===== src/source/flow_config.svh =====
`ifndef FLOW_CONFIG_SVH
`define FLOW_CONFIG_SVH

// instruction and pc width
`define FLOW_DATA_W 32

// micro-rom address width, 8 words of space
`define FLOW_UROM_AW 3

// words in the interrupt entry sequence
`define FLOW_IRQ_SEQ_LEN 4

// fetch address out of reset
`define FLOW_RESET_PC 32'h0000_0000

// handler entry, loaded when the entry sequence ends
`define FLOW_IRQ_VECTOR 32'h0000_0100

`endif


===== src/source/flow_pkg.sv =====
`include "flow_config.svh"

package flow_pkg;

   // pipeline flow states
   // RESET   first cycle out of reset, pipe forced to stall
   // CONT    normal sequential fetch
   // BRANCH  waiting for code at the branch target
   // WAITLD  data access in flight
   // STALL   code not ready, fetched word not valid
   // IRQ     micro-rom feeds the decode stage
   typedef enum logic [2:0] {
      RESET  = 3'd0,
      CONT   = 3'd1,
      BRANCH = 3'd2,
      WAITLD = 3'd3,
      STALL  = 3'd4,
      IRQ    = 3'd5
   } pstate_t;

   // pc, branch target and micro-rom word
   typedef logic [`FLOW_DATA_W-1:0] word_t;

   // micro-rom address
   typedef logic [`FLOW_UROM_AW-1:0] urom_addr_t;

endpackage


===== src/source/pipe_ctrl_if.sv =====
`timescale 1ns/100ps

// control from the flow fsm to the fetch pc unit
interface pipe_ctrl_if;

   // hold the pc
   logic stall;
   // redirect to the branch target
   logic load_target;
   // redirect to the irq vector
   logic load_vector;
   // fetched word is a real instruction
   logic valid_inst;

   // fsm side
   modport ctrl (
      output stall,
      output load_target,
      output load_vector,
      output valid_inst
   );

   // fetch side
   modport fetch (
      input stall,
      input load_target,
      input load_vector,
      input valid_inst
   );

endinterface


===== src/source/flow_ctrl.sv =====
`timescale 1ns/100ps

module flow_ctrl (
   input  logic              clk,
   input  logic              rst_n,
   input  logic              branch_taken,
   input  logic              datamem_read,
   input  logic              datamem_write,
   input  logic              hreadyd,
   input  logic              code_ready,
   input  logic              irq,
   input  logic              seq_last,
   output flow_pkg::pstate_t pstate,
   output logic              force_stall_reset,
   output logic              output_new_pc,
   output logic              data_access_cycle,
   output logic              irq_ack,
   output logic              irq_bypass_inst_reg,
   output logic              seq_load,
   output logic              seq_inc,
   pipe_ctrl_if.ctrl         ctrl
);

   flow_pkg::pstate_t pstate_next;
   logic              mem_access;

   // read and write share the same wait path
   assign mem_access = datamem_read | datamem_write;

   // next state and control decode
   always_comb begin
      pstate_next         = flow_pkg::CONT;
      force_stall_reset   = 1'b0;
      output_new_pc       = 1'b0;
      data_access_cycle   = 1'b0;
      irq_ack             = 1'b0;
      irq_bypass_inst_reg = 1'b0;
      seq_load            = 1'b0;
      seq_inc             = 1'b0;
      ctrl.stall          = 1'b0;
      ctrl.load_target    = 1'b0;
      ctrl.load_vector    = 1'b0;
      ctrl.valid_inst     = 1'b1;

      case (pstate)
         flow_pkg::RESET: begin
            // hold everything for one cycle
            force_stall_reset = 1'b1;
            ctrl.stall        = 1'b1;
            pstate_next       = flow_pkg::CONT;
         end

         flow_pkg::CONT, flow_pkg::WAITLD: begin
            if (pstate == flow_pkg::WAITLD && !hreadyd) begin
               // data still pending, latency set by hreadyd
               ctrl.stall  = 1'b1;
               pstate_next = flow_pkg::WAITLD;
            end else if (branch_taken) begin
               // branch wins over everything
               output_new_pc    = 1'b1;
               ctrl.load_target = 1'b1;
               ctrl.stall       = 1'b1;
               pstate_next      = flow_pkg::BRANCH;
            end else if (mem_access) begin
               // early ready, so the access cycle itself does not stall
               data_access_cycle = 1'b1;
               pstate_next       = flow_pkg::WAITLD;
            end else if (irq && pstate == flow_pkg::CONT) begin
               // start the entry sequence from word 0
               irq_ack     = 1'b1;
               seq_load    = 1'b1;
               ctrl.stall  = 1'b1;
               pstate_next = flow_pkg::IRQ;
            end else begin
               pstate_next = flow_pkg::CONT;
            end
         end

         flow_pkg::BRANCH: begin
            // wait for code at the target
            ctrl.stall  = !code_ready;
            pstate_next = code_ready ? flow_pkg::CONT : flow_pkg::BRANCH;
         end

         flow_pkg::STALL: begin
            ctrl.valid_inst = 1'b0;
            ctrl.stall      = !code_ready;
            pstate_next     = code_ready ? flow_pkg::CONT : flow_pkg::STALL;
         end

         flow_pkg::IRQ: begin
            // decode takes micro-rom words instead of fetched code
            ctrl.stall          = 1'b1;
            irq_bypass_inst_reg = 1'b1;
            if (seq_last) begin
               // last word, jump to the handler
               ctrl.load_vector = 1'b1;
               pstate_next      = flow_pkg::CONT;
            end else begin
               seq_inc     = 1'b1;
               pstate_next = flow_pkg::IRQ;
            end
         end

         default: begin
            pstate_next = flow_pkg::CONT;
         end
      endcase
   end

   // state register
   always_ff @(posedge clk or negedge rst_n) begin
      if (!rst_n) begin
         pstate <= flow_pkg::RESET;
      end else begin
         pstate <= pstate_next;
      end
   end

endmodule


===== src/source/urom_sequencer.sv =====
`timescale 1ns/100ps

`include "flow_config.svh"

module urom_sequencer (
   input  logic                 clk,
   input  logic                 rst_n,
   input  logic                 seq_load,
   input  logic                 seq_inc,
   output flow_pkg::urom_addr_t addr,
   output logic                 seq_last
);

   // address of the final word in the sequence
   localparam flow_pkg::urom_addr_t LAST_ADDR =
      flow_pkg::urom_addr_t'(`FLOW_IRQ_SEQ_LEN - 1);

   // address counter, load has priority
   always_ff @(posedge clk or negedge rst_n) begin
      if (!rst_n) begin
         addr <= '0;
      end else if (seq_load) begin
         // sequence always starts at word 0
         addr <= '0;
      end else if (seq_inc) begin
         addr <= addr + 1'b1;
      end
   end

   // end of sequence flag
   assign seq_last = (addr == LAST_ADDR);

endmodule


===== src/source/irq_urom.sv =====
`timescale 1ns/100ps

module irq_urom (
   input  flow_pkg::urom_addr_t addr,
   output flow_pkg::word_t      dout
);

   // sw ra, -4(sp)
   localparam flow_pkg::word_t SAVE_RA    = 32'hFE11_2E23;
   // sw t0, -8(sp)
   localparam flow_pkg::word_t SAVE_T0    = 32'hFE51_2C23;
   // csrr t0, mcause
   localparam flow_pkg::word_t READ_CAUSE = 32'h3420_22F3;
   // jal x0, 0, the pc unit supplies the vector
   localparam flow_pkg::word_t JUMP_VEC   = 32'h0000_006F;
   // addi x0, x0, 0
   localparam flow_pkg::word_t NOP        = 32'h0000_0013;

   // interrupt entry sequence
   always_comb begin
      case (addr)
         3'd0:    dout = SAVE_RA;
         3'd1:    dout = SAVE_T0;
         3'd2:    dout = READ_CAUSE;
         3'd3:    dout = JUMP_VEC;
         // spare words
         default: dout = NOP;
      endcase
   end

endmodule


===== src/source/fetch_pc.sv =====
`timescale 1ns/100ps

`include "flow_config.svh"

module fetch_pc (
   input  logic            clk,
   input  logic            rst_n,
   input  flow_pkg::word_t branch_target,
   pipe_ctrl_if.fetch      fetch,
   output flow_pkg::word_t pc
);

   // one 32-bit instruction per fetch
   localparam flow_pkg::word_t PC_STEP = flow_pkg::word_t'(4);

   logic advance;

   // move on only with a real word and no stall
   assign advance = !fetch.stall && fetch.valid_inst;

   // pc register
   always_ff @(posedge clk or negedge rst_n) begin
      if (!rst_n) begin
         pc <= `FLOW_RESET_PC;
      end else if (fetch.load_target) begin
         // taken branch
         pc <= branch_target;
      end else if (fetch.load_vector) begin
         // end of irq entry sequence
         pc <= `FLOW_IRQ_VECTOR;
      end else if (advance) begin
         pc <= pc + PC_STEP;
      end
   end

endmodule


===== src/source/pipe_flow_top.sv =====
`timescale 1ns/100ps

module pipe_flow_top (
   input  logic              clk,
   input  logic              rst_n,
   input  logic              branch_taken,
   input  logic              datamem_read,
   input  logic              datamem_write,
   input  logic              hreadyd,
   input  logic              code_ready,
   input  logic              irq,
   input  flow_pkg::word_t   branch_target,
   output flow_pkg::word_t   pc,
   output flow_pkg::pstate_t pstate,
   output logic              force_stall_reset,
   output logic              output_new_pc,
   output logic              data_access_cycle,
   output logic              irq_ack,
   output logic              irq_bypass_inst_reg,
   output flow_pkg::word_t   inst_irq
);

   // sequencer handshake
   logic                 seq_load;
   logic                 seq_inc;
   logic                 seq_last;
   flow_pkg::urom_addr_t urom_addr;

   // fsm to fetch control bundle
   pipe_ctrl_if ctrl_bus ();

   flow_ctrl u_flow_ctrl (
      .clk                 (clk),
      .rst_n               (rst_n),
      .branch_taken        (branch_taken),
      .datamem_read        (datamem_read),
      .datamem_write       (datamem_write),
      .hreadyd             (hreadyd),
      .code_ready          (code_ready),
      .irq                 (irq),
      .seq_last            (seq_last),
      .pstate              (pstate),
      .force_stall_reset   (force_stall_reset),
      .output_new_pc       (output_new_pc),
      .data_access_cycle   (data_access_cycle),
      .irq_ack             (irq_ack),
      .irq_bypass_inst_reg (irq_bypass_inst_reg),
      .seq_load            (seq_load),
      .seq_inc             (seq_inc),
      .ctrl                (ctrl_bus)
   );

   urom_sequencer u_urom_sequencer (
      .clk      (clk),
      .rst_n    (rst_n),
      .seq_load (seq_load),
      .seq_inc  (seq_inc),
      .addr     (urom_addr),
      .seq_last (seq_last)
   );

   // rom word goes straight out to decode
   irq_urom u_irq_urom (
      .addr (urom_addr),
      .dout (inst_irq)
   );

   fetch_pc u_fetch_pc (
      .clk           (clk),
      .rst_n         (rst_n),
      .branch_target (branch_target),
      .fetch         (ctrl_bus),
      .pc            (pc)
   );

endmodule


===== config.mk =====
export PLATFORM = sky130hd
export DESIGN_NAME = pipe_flow_top
export DESIGN_NICKNAME = d
export VERILOG_FILES = /design/src/source/flow_pkg.sv /design/src/source/pipe_ctrl_if.sv /design/src/source/flow_ctrl.sv /design/src/source/urom_sequencer.sv /design/src/source/irq_urom.sv /design/src/source/fetch_pc.sv /design/src/source/pipe_flow_top.sv
export VERILOG_INCLUDE_DIRS = /design/src /design/src/source
export SDC_FILE = /design/constraint.sdc
export NUM_CORES = 1
export LEC_CHECK = 0
export BUFFER_PORTS_ARGS = -buffer_cell sky130_fd_sc_hd__buf_2
export CAP_MARGIN = 0
export CORE_MARGIN = 2
export CORE_UTILIZATION = 45
export DETAILED_ROUTE_END_ITERATION = 12
export HOLD_SLACK_MARGIN = 0.15
export PLACE_DENSITY = 0.86
export SETUP_SLACK_MARGIN = 0.02
export SYNTH_ARGS = -nofsm -noshare
export SYNTH_HDL_FRONTEND = slang
export SYNTH_HIERARCHICAL = 1
export SYNTH_SLANG_ARGS = --single-unit

===== constraint.sdc =====
create_clock -name clk -period 3.2 [get_ports clk]
set_clock_uncertainty 0.15 [all_clocks]
set_input_delay 0.16 -clock clk [delete_from_list [all_inputs] [get_ports clk]]
set_output_delay 0.16 -clock clk [all_outputs]
set_load 0.02 [all_outputs]

==> flow_summary.ini <==
[floorplanning]
dieArea_mm2 = 0.00685
coreArea_mm2 = 0.00596
top_level_ports = 112
placementRows = 28
die_x_um = 82.8
dieHeight_um = 82.8
initial_core_util_pct = 46.9

[cells_and_area]
synthToLayoutAreaGrowth_pct = 30.3
drive_above_1_share_pct = 26.4
regArea_um2 = 951
multi_input_area_mm2 = 0.00158
finalNetCount = 497
antennaDiodeCount = 0
fillCellCount = 540
final_cell_mix = buf_2 (100), dfrtp_1 (38), dlygate4sd3_1 (36)
final_common_cell = buf_2

[detailed_routing]
first_iter_violations = 338
drt_wl_total_um = 8670
drc = 0
antenna_left = 0
via_count = 3163
dr.pass1.iters = 5
vias_per_cell = 5.98
wire_per_inst_um = 16.4

[critical_path]
r2r_cells = 7
slowest_delay_ps = 620
end_kind = flop
critPathMaxFanout = 12
cp_slowest_cell = or4_2
path_cells = nor2b_2, a32oi_1, nand4_1, nand4b_1, or4_2, o21ai_0, o21ai_0
cp_common_cell = o21ai_0
crit_path_start_kind = flop
regToRegSetupSlack_ps = 440
crit-reg2reg-launch = u_flow_ctrl/pstate[0]
r2r_end = u_fetch_pc/pc[18]
worst-path-stages = 7
critPathTopFamily = simple AND/OR/NAND/NOR gates
worstPathRequired_ps = 3220
crit_type = flop to flop
crit_buf_inv = 0
worstPathArrival_ps = 2780

[synth]
syn_area_mm2 = 0.00279
netlist-cell-type-count = 65
ys_seq_area_share_pct = 34.1
synth_seq_cells = 38
ys_warn_count = 6
synth_edf_count = 0
async_flop_share_pct = 100
synthFlopType = dfrtp_1
syn-instance-count = 339
avgSynthCellArea_um2 = 8.23

[timing]
tns_ps = 0
hold_viol = 0
max_freq_mhz = 362
tightest_slew_ps = 940
drv_slew = 0
period_needed_ps = 2760
post-route-period-util_pct = 86.3
rsz0062_at_grt = false
slew_headroom_pct = 36.8
setup_violations = 0

[cts]
post_cts_resized = 0
htreeDepth = 2
cts_tree = done
cts_buffer_depth = 2
cts_sinks = 38
clk_pin_slew_ps = 80
worstSkewPairLatency_ps = 300
clockRootBuffer = clkbuf_8
cts_made_buffers = 5

[hold_path]
holdCritStartpoint = branch_target[29]
min_path_type = input pin to flop
min_path_cells = 4
min_to = u_fetch_pc/pc[29]

[pwr]
ir_drop_mv = 0.534
power.total_w = 0.00298
leakagePower_nw = 1.68
power_density_mw_per_mm2 = 819

[job]
maxCapViolations = 0

[grt]
grt.overflow.total = 0
antenna_found_initial = 0
gr-usage-all-layers_pct = 25.7
grt_pass1_vias = 2871
grt_max_degree = 39
grt_pass1_wl_um = 13500

[placed_design]
dp_hpwl_um = 5920
port_buffers = 100
place.gp.congestion = 0.911

[status]
status = finished clean
-- registers in the layout, summed over array words and instances, names as in the netlist --
register               count
u_flow_ctrl/pstate         3
u_urom_sequencer/addr      3
u_fetch_pc/pc             32
-- worst reg2reg max path, delay by kind of cell (launching register included) --
family           cells  cell delay [ps]
AND/OR/NAND/NOR      4             1350
AO/OA/AOI/OAI        3              650
flip-flops           1              490
-- where the power goes --
| part | switching (W) | internal, W | total [W] |
|---|---|---|---|
| clock | 0.000172 | 0.000150 | 0.000322 |
| combinational | 0.00102 | 0.000628 | 0.00165 |
| sequential | 0.000330 | 0.000679 | 0.00101 |
-- how the worst max path moves through the flow --
stage | to | from
2_1_floorplan | u_fetch_pc/pc[17] | u_flow_ctrl/pstate[0]
3_3_place_gp | u_fetch_pc/pc[18] | u_flow_ctrl/pstate[0]
3_5_place_dp | u_fetch_pc/pc[18] | u_flow_ctrl/pstate[0]
4_1_cts | u_fetch_pc/pc[18] | u_flow_ctrl/pstate[0]
5_1_grt | u_fetch_pc/pc[18] | u_flow_ctrl/pstate[0]
6_report | u_fetch_pc/pc[18] | u_flow_ctrl/pstate[0]
-- cell families after synthesis --
| logic type | Yosys count | synth area share, % |
|---|---|---|
| adder cells (fa/ha/maj) | 3 | 1.34 |
| AND/OR/NAND/NOR | 156 | 30.8 |
| flip-flops | 38 | 34.1 |
| XOR/XNOR | 8 | 2.51 |
| AO/OA/AOI/OAI | 78 | 19.6 |
| buffers and inverters | 52 | 10.7 |
| other | 2 | 0.269 |
| multiplexers | 2 | 0.717 |
-- metrics by stage --
step / area (um2) / instances / worst slack, ps / hold WS (ps) / util [%]
2_1_floorplan: 2830 / 348 / 735 / -286 / -
3_5_place_dp: 3200 / 486 / 578 / 175 / 53.7
3_3_place_gp: 3200 / 486 / 688 / 173 / 53.7
4_1_cts: 3640 / 529 / 539 / 163 / 61.1
5_1_grt: 3640 / 529 / 276 / 189 / 61.1
6_report: 3640 / 529 / 439 / 162 / 61.1
-- cells in the mapped netlist (all sizes together) (2+ instances only) --
library cell | count | share of area [%]
dfrtp | 38 | 34
nand2 | 34 | 4.6
buf | 28 | 7.4
nor2 | 28 | 3.8
o21ai | 19 | 3.4
nand4 | 14 | 3.7
clkbuf | 13 | 1.7
nor3 | 13 | 2.3
a21oi | 11 | 2.0
inv | 11 | 1.5
nand3 | 10 | 1.8
and2 | 8 | 1.8
or3 | 8 | 1.8
and4 | 6 | 1.9
nor3b | 6 | 1.6
a221o | 5 | 1.8
a31oi | 5 | 1.1
nor2b | 5 | 1.4
nor4 | 5 | 1.1
a211oi | 4 | 1.1
o22ai | 4 | 0.90
or4 | 4 | 1.3
xnor2 | 4 | 1.3
xor2 | 4 | 1.3
a22o | 3 | 0.94
and3 | 3 | 0.67
ha | 3 | 1.3
nand2b | 3 | 0.67
a21o | 2 | 0.58
a221oi | 2 | 0.63
a2bb2oi | 2 | 0.63
a32oi | 2 | 0.63
a41oi | 2 | 0.63
conb | 2 | 0.27
mux2i | 2 | 0.72
nand3b | 2 | 0.54
o311ai | 2 | 0.63
o31a | 2 | 0.63
o31ai | 2 | 0.54
or2 | 2 | 0.45
-- metal layers --
layer / GRT usage [%] / wire length [um] / vias to the layer above
li1: - / - / 1453
met1: 33.0 / 3530 / 1450
met2: 42.4 / 4070 / 222
met3: 4.46 / 799 / 38
met4: 11.5 / 270 / 0
met5: 0 / 0 / -
-- cell type report --
cell class,count,area share (%)
Tap cell,75,2.58
Inverter,11,1.14
Sequential cell,38,26.1
Clock buffer,7,2.10
Multi-Input combinational cell,258,43.6
Timing Repair Buffer,140,24.5
-- timing repair --
item                                   4_1_cts  5_1_grt
setup buffers                                0        0
hold buffers                                36        0
endpoints found under the hold margin       72        0
Power figures use the tool's default switching activity.
